**config.mk**
```make
export PLATFORM = sky130hd
export DESIGN_NAME = ivmu_top
export DESIGN_NICKNAME = d
export VERILOG_FILES = /design/src/hw/irq_pkg.sv /design/src/hw/vec_pkg.sv /design/src/hw/carry_select_adder.sv /design/src/hw/group_arbiter.sv /design/src/hw/ivmu_top.sv /design/src/hw/line_selector.sv /design/src/hw/ripple_block_adder.sv /design/src/hw/vector_resolver.sv
export VERILOG_INCLUDE_DIRS = /design/src /design/src/hw
export SDC_FILE = /design/constraint.sdc
export NUM_CORES = 1
export LEC_CHECK = 0
export BUFFER_PORTS_ARGS = -buffer_cell sky130_fd_sc_hd__buf_4
export CORE_MARGIN = 2
export CORE_UTILIZATION = 25
export CTS_BUF_LIST = sky130_fd_sc_hd__clkbuf_8
export DETAILED_ROUTE_END_ITERATION = 6
export MAX_ROUTING_LAYER = met4
export SLEW_MARGIN = 20
export SYNTH_ARGS = -nofsm -noshare
export SYNTH_HDL_FRONTEND = slang
export SYNTH_SLANG_ARGS = --single-unit
```
**constraint.sdc**
```tcl
create_clock -name clock -period 3.9 [get_ports clock]
set_clock_uncertainty 0.05 [all_clocks]
set_input_delay 0.39 -clock clock [delete_from_list [all_inputs] [get_ports clock]]
set_output_delay 0.39 -clock clock [all_outputs]
set_load 0.02 [all_outputs]
```
**src/hw/ivmu_cfg.svh**
```systemverilog
// Interrupt vector unit configuration
`ifndef IVMU_CFG_SVH
`define IVMU_CFG_SVH

// Request side
`define IVMU_GROUPS          8              // Group 0 has top priority
`define IVMU_LINES_PER_GROUP 4              // Line 3 wins inside a group

// Vector side
`define IVMU_BASE_ADDRESS    32'hFFF8_0000  // Handler table base
`define IVMU_VEC_SHIFT       4              // 16 bytes per handler slot

// Address adder
`define IVMU_ADDER_BLOCK     8              // Ripple block width in bits

`endif

```
**src/hw/irq_pkg.sv**
```systemverilog
// Interrupt request types
`include "ivmu_cfg.svh"

package irq_pkg;

    // Group g owns lines 4g+3 down to 4g
    typedef logic [`IVMU_GROUPS*`IVMU_LINES_PER_GROUP-1:0] irq_lines_t;

    typedef logic [$clog2(`IVMU_GROUPS)-1:0]          group_idx_t;  // 0..7
    typedef logic [$clog2(`IVMU_LINES_PER_GROUP)-1:0] line_idx_t;   // 0..3

    // Winning group of one sample
    typedef struct packed {
        logic       found;  // Any line pending at all
        group_idx_t group;
    } group_pick_t;

    // Winning line of every group, side by side
    typedef struct packed {
        logic      [`IVMU_GROUPS-1:0] found;  // Bit g set when group g has a line up
        line_idx_t [`IVMU_GROUPS-1:0] line;   // Entry g valid only with found[g]
    } line_pick_t;

endpackage

```
**src/hw/vec_pkg.sv**
```systemverilog
// Interrupt vector types
`include "ivmu_cfg.svh"

package vec_pkg;

    // Flat vector number, group * 4 + line
    typedef logic [$clog2(`IVMU_GROUPS*`IVMU_LINES_PER_GROUP)-1:0] vec_idx_t;

    typedef logic [31:0] handler_addr_t;  // Byte address of the handler

    // Resolved request between the merge and the address stage
    typedef struct packed {
        logic     valid;
        vec_idx_t index;
    } vec_req_t;

endpackage

```
**src/hw/carry_select_adder.sv**
```systemverilog
// Carry select address adder
`timescale 1ns/1ps
`include "ivmu_cfg.svh"

module carry_select_adder (
    input  vec_pkg::handler_addr_t a,
    input  vec_pkg::handler_addr_t b,
    input  logic                   carry_in,
    output vec_pkg::handler_addr_t sum,
    output logic                   carry_out
);

    localparam int blk_w    = `IVMU_ADDER_BLOCK;
    localparam int num_blks = $bits(vec_pkg::handler_addr_t) / blk_w;  // 4 blocks

    // Both candidate results of every block
    logic [blk_w-1:0]    sum_c0 [num_blks];  // Assuming carry 0
    logic [blk_w-1:0]    sum_c1 [num_blks];  // Assuming carry 1
    logic [num_blks-1:0] cout_c0;
    logic [num_blks-1:0] cout_c1;

    logic [num_blks:0]   blk_carry;          // Real carry into each block

    assign blk_carry[0] = carry_in;

    for (genvar i = 0; i < num_blks; i++) begin : g_blk
        // Speculative adder, no carry in
        ripple_block_adder u_add_c0 (
            .a         (a[i*blk_w +: blk_w]),
            .b         (b[i*blk_w +: blk_w]),
            .carry_in  (1'b0),
            .sum       (sum_c0[i]),
            .carry_out (cout_c0[i])
        );

        // Speculative adder, carry in forced high
        ripple_block_adder u_add_c1 (
            .a         (a[i*blk_w +: blk_w]),
            .b         (b[i*blk_w +: blk_w]),
            .carry_in  (1'b1),
            .sum       (sum_c1[i]),
            .carry_out (cout_c1[i])
        );

        // Carry from below picks the sum and the carry passed up
        assign sum[i*blk_w +: blk_w] = blk_carry[i] ? sum_c1[i] : sum_c0[i];
        assign blk_carry[i+1]        = blk_carry[i] ? cout_c1[i] : cout_c0[i];
    end

    assign carry_out = blk_carry[num_blks];

endmodule

```
**src/hw/group_arbiter.sv**
```systemverilog
// Fixed priority group arbiter
`timescale 1ns/1ps
`include "ivmu_cfg.svh"

module group_arbiter (
    input  logic                 clock,
    input  logic                 reset,
    input  irq_pkg::irq_lines_t  irq_lines,
    output irq_pkg::group_pick_t group_pick
);

    logic [`IVMU_GROUPS-1:0] pending;    // One bit per group
    irq_pkg::group_pick_t    pick_next;  // Combinational winner

    // A group is pending when any of its lines is up
    always_comb begin
        for (int g = 0; g < `IVMU_GROUPS; g++) begin
            pending[g] = |irq_lines[g*`IVMU_LINES_PER_GROUP +: `IVMU_LINES_PER_GROUP];
        end
    end

    // Walk from group 7 down so the lowest pending group is written last
    always_comb begin
        pick_next = '0;
        for (int g = `IVMU_GROUPS-1; g >= 0; g--) begin
            if (pending[g]) begin
                pick_next.found = 1'b1;
                pick_next.group = irq_pkg::group_idx_t'(g);
            end
        end
    end

    // Stage 1 register, new sample every clock
    always_ff @(posedge clock or posedge reset) begin
        if (reset) begin
            group_pick <= '0;
        end else begin
            group_pick <= pick_next;
        end
    end

    // Lowest set bit of the previous sample must sit at the registered group
    assert property (@(posedge clock) disable iff (reset)
        group_pick.found |->
            (($past(pending & (~pending + 1'b1)) >> group_pick.group) == 1'b1))
        else $error("group_arbiter: group %0d is not the lowest pending group",
                    group_pick.group);

endmodule

```
**src/hw/ivmu_top.sv**
```systemverilog
// Interrupt vector unit top
`timescale 1ns/1ps

module ivmu_top (
    input  logic                   clock,
    input  logic                   reset,
    input  irq_pkg::irq_lines_t    irq_lines,
    output vec_pkg::handler_addr_t handler_addr,
    output logic                   irq_active
);

    irq_pkg::group_pick_t group_pick;  // Stage 1 group winner
    irq_pkg::line_pick_t  line_pick;   // Stage 1 line winners, all groups

    // Stage 1, both blocks see the same sample
    group_arbiter u_group_arbiter (
        .clock      (clock),
        .reset      (reset),
        .irq_lines  (irq_lines),
        .group_pick (group_pick)
    );

    line_selector u_line_selector (
        .clock     (clock),
        .reset     (reset),
        .irq_lines (irq_lines),
        .line_pick (line_pick)
    );

    // Stages 2 and 3
    vector_resolver u_vector_resolver (
        .clock        (clock),
        .reset        (reset),
        .group_pick   (group_pick),
        .line_pick    (line_pick),
        .handler_addr (handler_addr),
        .irq_active   (irq_active)
    );

endmodule

```
**src/hw/line_selector.sv**
```systemverilog
// Per group line selector
`timescale 1ns/1ps
`include "ivmu_cfg.svh"

module line_selector (
    input  logic                clock,
    input  logic                reset,
    input  irq_pkg::irq_lines_t irq_lines,
    output irq_pkg::line_pick_t line_pick
);

    irq_pkg::line_pick_t pick_next;  // All 8 groups resolved at once

    // Inside each group the highest set line wins
    always_comb begin
        pick_next = '0;
        for (int g = 0; g < `IVMU_GROUPS; g++) begin
            // Ascending scan, later hits overwrite lower lines
            for (int l = 0; l < `IVMU_LINES_PER_GROUP; l++) begin
                if (irq_lines[g*`IVMU_LINES_PER_GROUP + l]) begin
                    pick_next.found[g] = 1'b1;
                    pick_next.line[g]  = irq_pkg::line_idx_t'(l);
                end
            end
        end
    end

    // Stage 1 register, runs beside the group arbiter
    always_ff @(posedge clock or posedge reset) begin
        if (reset) begin
            line_pick <= '0;
        end else begin
            line_pick <= pick_next;
        end
    end

    // Chosen line was up last clock and nothing above it was
    for (genvar g = 0; g < `IVMU_GROUPS; g++) begin : g_line_chk
        assert property (@(posedge clock) disable iff (reset)
            line_pick.found[g] |->
                (($past(irq_lines[g*`IVMU_LINES_PER_GROUP +: `IVMU_LINES_PER_GROUP])
                  >> line_pick.line[g]) == 1'b1))
            else $error("line_selector: group %0d picked line %0d which was not top set",
                        g, line_pick.line[g]);
    end

endmodule

```
**src/hw/ripple_block_adder.sv**
```systemverilog
// Ripple carry adder block
`timescale 1ns/1ps
`include "ivmu_cfg.svh"

module ripple_block_adder (
    input  logic [`IVMU_ADDER_BLOCK-1:0] a,
    input  logic [`IVMU_ADDER_BLOCK-1:0] b,
    input  logic                         carry_in,
    output logic [`IVMU_ADDER_BLOCK-1:0] sum,
    output logic                         carry_out
);

    logic [`IVMU_ADDER_BLOCK-1:0] prop;   // Propagate per bit
    logic [`IVMU_ADDER_BLOCK-1:0] gen;    // Generate per bit
    logic [`IVMU_ADDER_BLOCK:0]   carry;  // carry[i] enters bit i

    assign prop     = a ^ b;
    assign gen      = a & b;
    assign carry[0] = carry_in;

    // Carry ripples one bit at a time
    for (genvar i = 0; i < `IVMU_ADDER_BLOCK; i++) begin : g_bit
        assign carry[i+1] = gen[i] | (prop[i] & carry[i]);
    end

    assign sum       = prop ^ carry[`IVMU_ADDER_BLOCK-1:0];
    assign carry_out = carry[`IVMU_ADDER_BLOCK];  // Out of the top bit

endmodule

```
**src/hw/vector_resolver.sv**
```systemverilog
// Vector index and handler address
`timescale 1ns/1ps
`include "ivmu_cfg.svh"

module vector_resolver (
    input  logic                   clock,
    input  logic                   reset,
    input  irq_pkg::group_pick_t   group_pick,
    input  irq_pkg::line_pick_t    line_pick,
    output vec_pkg::handler_addr_t handler_addr,
    output logic                   irq_active
);

    // Handler window, base up to the last vector slot
    localparam vec_pkg::handler_addr_t addr_lo = `IVMU_BASE_ADDRESS;
    localparam vec_pkg::handler_addr_t addr_hi =
        `IVMU_BASE_ADDRESS + ((`IVMU_GROUPS*`IVMU_LINES_PER_GROUP - 1) << `IVMU_VEC_SHIFT);

    irq_pkg::line_idx_t     sel_line;   // Line of the winning group
    logic                   sel_found;
    vec_pkg::vec_req_t      req_next;
    vec_pkg::vec_req_t      req;        // Stage 2 register
    vec_pkg::handler_addr_t offset;     // index * 16
    vec_pkg::handler_addr_t addr_sum;

    // Stage 2, pick the winning group's entry from the line results
    assign sel_line  = line_pick.line[group_pick.group];
    assign sel_found = line_pick.found[group_pick.group];

    always_comb begin
        req_next.valid = group_pick.found & sel_found;
        // group * 4 + line, the line fills the low bits
        req_next.index = (vec_pkg::vec_idx_t'(group_pick.group) << $bits(irq_pkg::line_idx_t))
                       | vec_pkg::vec_idx_t'(sel_line);
    end

    always_ff @(posedge clock or posedge reset) begin
        if (reset) begin
            req <= '0;
        end else begin
            req <= req_next;
        end
    end

    // Stage 3, base plus scaled index
    assign offset = vec_pkg::handler_addr_t'(req.index) << `IVMU_VEC_SHIFT;

    carry_select_adder u_addr_adder (
        .a         (addr_lo),
        .b         (offset),
        .carry_in  (1'b0),
        .sum       (addr_sum),
        .carry_out ()           // Sum never wraps inside the window
    );

    // Output register, idle samples give a zero address
    always_ff @(posedge clock or posedge reset) begin
        if (reset) begin
            handler_addr <= '0;
            irq_active   <= 1'b0;
        end else if (req.valid) begin
            handler_addr <= addr_sum;
            irq_active   <= 1'b1;
        end else begin
            handler_addr <= '0;
            irq_active   <= 1'b0;
        end
    end

    // Active address stays inside the handler table and on a slot boundary
    assert property (@(posedge clock) disable iff (reset)
        irq_active |->
            (handler_addr >= addr_lo) && (handler_addr <= addr_hi) &&
            (handler_addr[`IVMU_VEC_SHIFT-1:0] == '0))
        else $error("vector_resolver: handler address %h outside table", handler_addr);

endmodule

```
### Word level (Yosys, flattened, before mapping)

Cells that the tools add are included.
Widths: inputs -> output; s select.

| storage, ports and cells | value |
|---|---|
| input port bits | 34 |
| output and inout port bits | 33 |
| register bits | 67 |
| word-level logic and storage cells | 96 |

| cells by class | value |
|---|---|
| multiplexer cells | 70 |
| $lt $le $gt $ge | 1 |
| bitwise operators | 2 |
| reduce and logical (&&, ||, !) cells | 8 |

Operator list:

| cell | number |
|---|---|
| $mux 1 | 42 |
| $mux 2 | 17 |
| $mux 32 | 1 |
| $mux 4 | 8 |
| $reduce_or 4->1 | 8 |
| $bmux 2 s3 | 1 |
| $or 5x2->5 | 1 |
| $lt 3x4->1 const B | 1 |
| $bmux 1 s3 | 1 |
| $and 1x1->1 | 1 |

### Depth between registers and ports, before layout

| depth | value |
|---|---|
| word-level depth | 9 |
| mapped depth | 6 |
| depth with buffers taken out | 6 |

### Modules after synthesis

A second synthesis with hierarchy kept.

| unflattened totals | value |
|---|---|
| cell total of the unflattened synthesis | 362 |
| area total of the unflattened synthesis | 4516.8 µm² |

By module, submodules not included:

| module | area an instance (µm²) | instances | sequential area each (µm²) | cells an instance |
|---|---|---|---|---|
| ripple_block_adder | 197.7 | 8 | 0.0 | 18 |
| vector_resolver | 1410.1 | 1 | 975.9 | 92 |
| line_selector | 794.5 | 1 | 600.6 | 57 |
| carry_select_adder | 457.9 | 1 | 0.0 | 39 |
| group_arbiter | 272.8 | 1 | 100.1 | 30 |

### Worst setup path after synthesis

No wires, ideal clock.

| timing | value |
|---|---|
| path type | input-to-reg |
| start point | in irq_lines[26] |
| end point | reg u_group_arbiter.group_pick[1] (netlist name) |
| library setup time | 121 ps |
| cell stages on the path | 4 |
| setup slack | 2122 ps |
| data required time | 3729 ps |
| data arrival time | 1607 ps |
| buffers on the path | 0 |
| cell sequence | or4_4 -> or4_4 -> a211oi_2 -> nor2_1 |

RTL lines:

| item | RTL line | RTL |
|---|---|---|
| start: declaration | ivmu_top.sv:7 | `input irq_pkg::irq_lines_t irq_lines,` |

==> results_dict.tcl <==
set metrics [dict create \
    timing.max_cap.violations 0 \
    fin_area_sq_um 2170 \
    ctsHoldBuffers 0 \
    grt_pass1_wl_microns 4422 \
    finalHoldWorstSlack_ns 0.1638 \
    ir_worst_vdd_mv 0.1760 \
    diodes 0 \
    syn_inst 133 \
    postSynth.topFlopCell "sky130_fd_sc_hd__dfrtp_1" \
    totalNegativeSetupSlack_ns 0 \
    path_common_cell "sky130_fd_sc_hd__or4_4" \
    clock_root_buffer "sky130_fd_sc_hd__clkbuf_8" \
    synth-async-reset-ratio_pct 100.0 \
    hold_class "in2async" \
    areaGrowthSynthToFinish_pct 26.02 \
    biggest_fanout_along_the_worst_timing_path 3 \
    initial_core_util_pct 25.62 \
    clkSlewWorstSetupHoldPaths_ns 0.07 \
    post_synth_instance_area_sq_um 1722 \
    cts.htree.levels 2 \
    use_met1_pct 9.063 \
    drcViolationCount 0 \
    period_share_pct 42.53 \
    yosysUniqueCellTypes 25 \
    largest_buffer_count_on_any_clock_path 2 \
    drt_first_pass_iters 4 \
    setup_repair_after_global_routing_missed_its_margin "false" \
    drt-initial-drc-count 18 \
    floorplan.die.width_microns 86.99 \
    grt_use_met2_pct 12.63 \
    hold_violations 0 \
    worstSetupPathType "in2reg" \
    final_antenna_net_count 0 \
    gr-max-usage-layer "met2" \
    run_status "complete, no violations" \
    first_global_vias 973 \
    ys_ff_latch 40 \
    place_congestion 0.6910 \
    max_stage_delay_ns 0.54 \
    postCtsResizedCells 0 \
    dr_total_vias 1017 \
    die-height_microns 86.99 \
    final.min_clock_period_ns 1.658 \
    track_usage_pct 8.157 \
    cp-end-kind "register" \
    clkLatencyLatePin_ns 0.29 \
    yosysWarningCount 0 \
    critPathSlowestCell "sky130_fd_sc_hd__or4_4" \
    synth_sequential_area_ratio_pct 58.14 \
    dpl-instance-area_sq_um 2062 \
    floorplan.rows 30 \
    drive_above_1_share_pct 44.69 \
    grt_antenna_before_repair 0 \
    seq_area_sq_um 1001 \
    fillCellCount 702 \
    grt_start_max_net_pins 41 \
    setup.worst_path.start_class "primary input" \
    cts.sink_count 40 \
    count_of_endpoints_failing_setup_in_the_final_report 0 \
    floorplan.die_area_sq_um 7566 \
    synthTopCellsByCount "sky130_fd_sc_hd__dfrtp_1, sky130_fd_sc_hd__buf_4, sky130_fd_sc_hd__inv_1, sky130_fd_sc_hd__a21o_1" \
    place_inst 251 \
    critPathRequiredTime_ns 4.02 \
    cp_data_arrival_time_ns 1.78 \
    coreArea_sq_um 6719 \
    num-nets-final 212 \
    grt.overflow.total 0 \
    report.final.slew_viol_count 0 \
    p_per_area_nw_per_um2 391.8 \
    fin_cells 259 \
    cts_inserted_buffers 5 \
    buffer_ports.inserted 52 \
    leakagePower_nw 0.9846 \
    drt-vias-per-instance 3.927 \
    synth_top_cell_by_area "sky130_fd_sc_hd__dfrtp_1" \
    ioPinCount 67 \
    post-route-util_pct 32.29 \
    synth_area_per_cell_sq_um 12.94 \
    wire_per_inst_microns 10.51 \
    met3_track_utilization_from_global_routing_pct 4.076 \
    cts_tree "done" \
    post-cts-setup-buffer-count 0 \
    path_cells "buf_4 > or4_4 > or4_4 > a211oi_2 > nor2_1" \
    fmax_mhz 603.0 \
    dp_hpwl_microns 2161 \
    netlist_top_cells_area "sky130_fd_sc_hd__dfrtp_1, sky130_fd_sc_hd__buf_4, sky130_fd_sc_hd__mux4_2" \
    multi_input_area_sq_um 518.0 \
    synth_most_common_cell "sky130_fd_sc_hd__dfrtp_1" \
    synth.top_cell.area_share_pct 58.14 \
    count_of_flip_flops_with_a_built_in_enable_after_synthesis 0 \
    drt-total-wl_microns 2721 \
]
==> path summary, 6_finish.rpt <==
path                                                       to  cells past startpoint                           from  slack, ns
setup / recovery                u_group_arbiter.group_pick[1]                      5                  irq_lines[26]       2.24
hold / removal              u_vector_resolver.handler_addr[7]                      3                          reset       0.16
setup reg to reg                  u_vector_resolver.offset[5]                      2  u_group_arbiter.group_pick[0]       2.30
hold reg to reg            u_vector_resolver.handler_addr[30]                      0       u_vector_resolver.req[5]       0.40
max in group asynchronous        u_line_selector.line_pick[4]                      3                          reset       3.30
min in group clock               u_line_selector.line_pick[2]                      2                   irq_lines[7]       0.24
==> per-layer routing <==
metal / share of wire [%] / vias to the layer above
met5: 0 / -
met4: 1.2 / 0
met3: 7.8 / 4
met2: 49 / 50
met1: 42 / 474
li1: - / 489
==> cells by family after synthesis <==
family                 after synthesis  share of synthesized area (%)
AO/OA/AOI/OAI                       12                          5.233
buffers and inverters               40                          14.61
flip-flops                          40                          58.14
multiplexers                         9                          9.738
other                                1                         0.2178
AND/OR/NAND/NOR                     31                          12.06
==> layout by cell type, fill, tap and decap left out, types with 2 or more instances in the layout <==
cell type / netlist / layout
sky130_fd_sc_hd__buf_4: 27 / 53
sky130_fd_sc_hd__dfrtp_1: 40 / 40
sky130_fd_sc_hd__conb_1: 1 / 14
sky130_fd_sc_hd__inv_1: 11 / 12
sky130_fd_sc_hd__a21o_1: 8 / 8
sky130_fd_sc_hd__or2_2: 6 / 6
sky130_fd_sc_hd__mux4_2: 6 / 6
sky130_fd_sc_hd__and2_1: 5 / 5
sky130_fd_sc_hd__clkbuf_8: 0 / 5
sky130_fd_sc_hd__or4_1: 4 / 4
sky130_fd_sc_hd__nor2_1: 3 / 3
sky130_fd_sc_hd__or2_1: 2 / 2
sky130_fd_sc_hd__or4_4: 2 / 2
sky130_fd_sc_hd__nor3_2: 2 / 2
sky130_fd_sc_hd__nor4_1: 2 / 2
sky130_fd_sc_hd__nor2b_1: 2 / 2
sky130_fd_sc_hd__a21oi_1: 2 / 2
sky130_fd_sc_hd__mux2_2: 2 / 2
==> area by class of cell <==
type / count / share of cell area, %
clock buffers: 5 / 3.172
clock inverters: 3 / 1.788
flip-flops and latches: 40 / 46.14
inverters: 12 / 2.076
multi-input cells: 66 / 23.88
repair buffers: 53 / 18.34
well taps: 80 / 4.614
==> stage by stage <==
stage / setup slack (ns) / total power [W]
after global placement: 1.966 / 0.0005382
after global routing: 2.196 / 0.0008931
after detailed placement: 1.944 / 0.0005393
after floorplan: 2.122 / 0.0005074
final: 2.242 / 0.0008501
after CTS: 2.249 / 0.0008620
==> power breakdown <==
part	total [W]	switching [W]	internal, W
clock network	0.000321	0.000134	0.000187
registers	0.000437	0.00000623	0.000431
logic	0.0000925	0.0000474	0.0000451
total	0.000850	0.000187	0.000663
==> sequential cells by signal, summed over array words and instances (netlist names) <==
signal,count
u_line_selector.line_pick,24
u_vector_resolver.handler_addr,6
u_vector_resolver.offset,5
u_group_arbiter.group_pick,4
u_vector_resolver.req,1
==> worst max-delay path: cells and delay by family <==
kind,cells,cell delay (ns)
buffers and inverters,1,0.11
AND/OR/NAND/NOR,3,1.05
AO/OA/AOI/OAI,1,0.23
(Power assumes the default switching activity.)
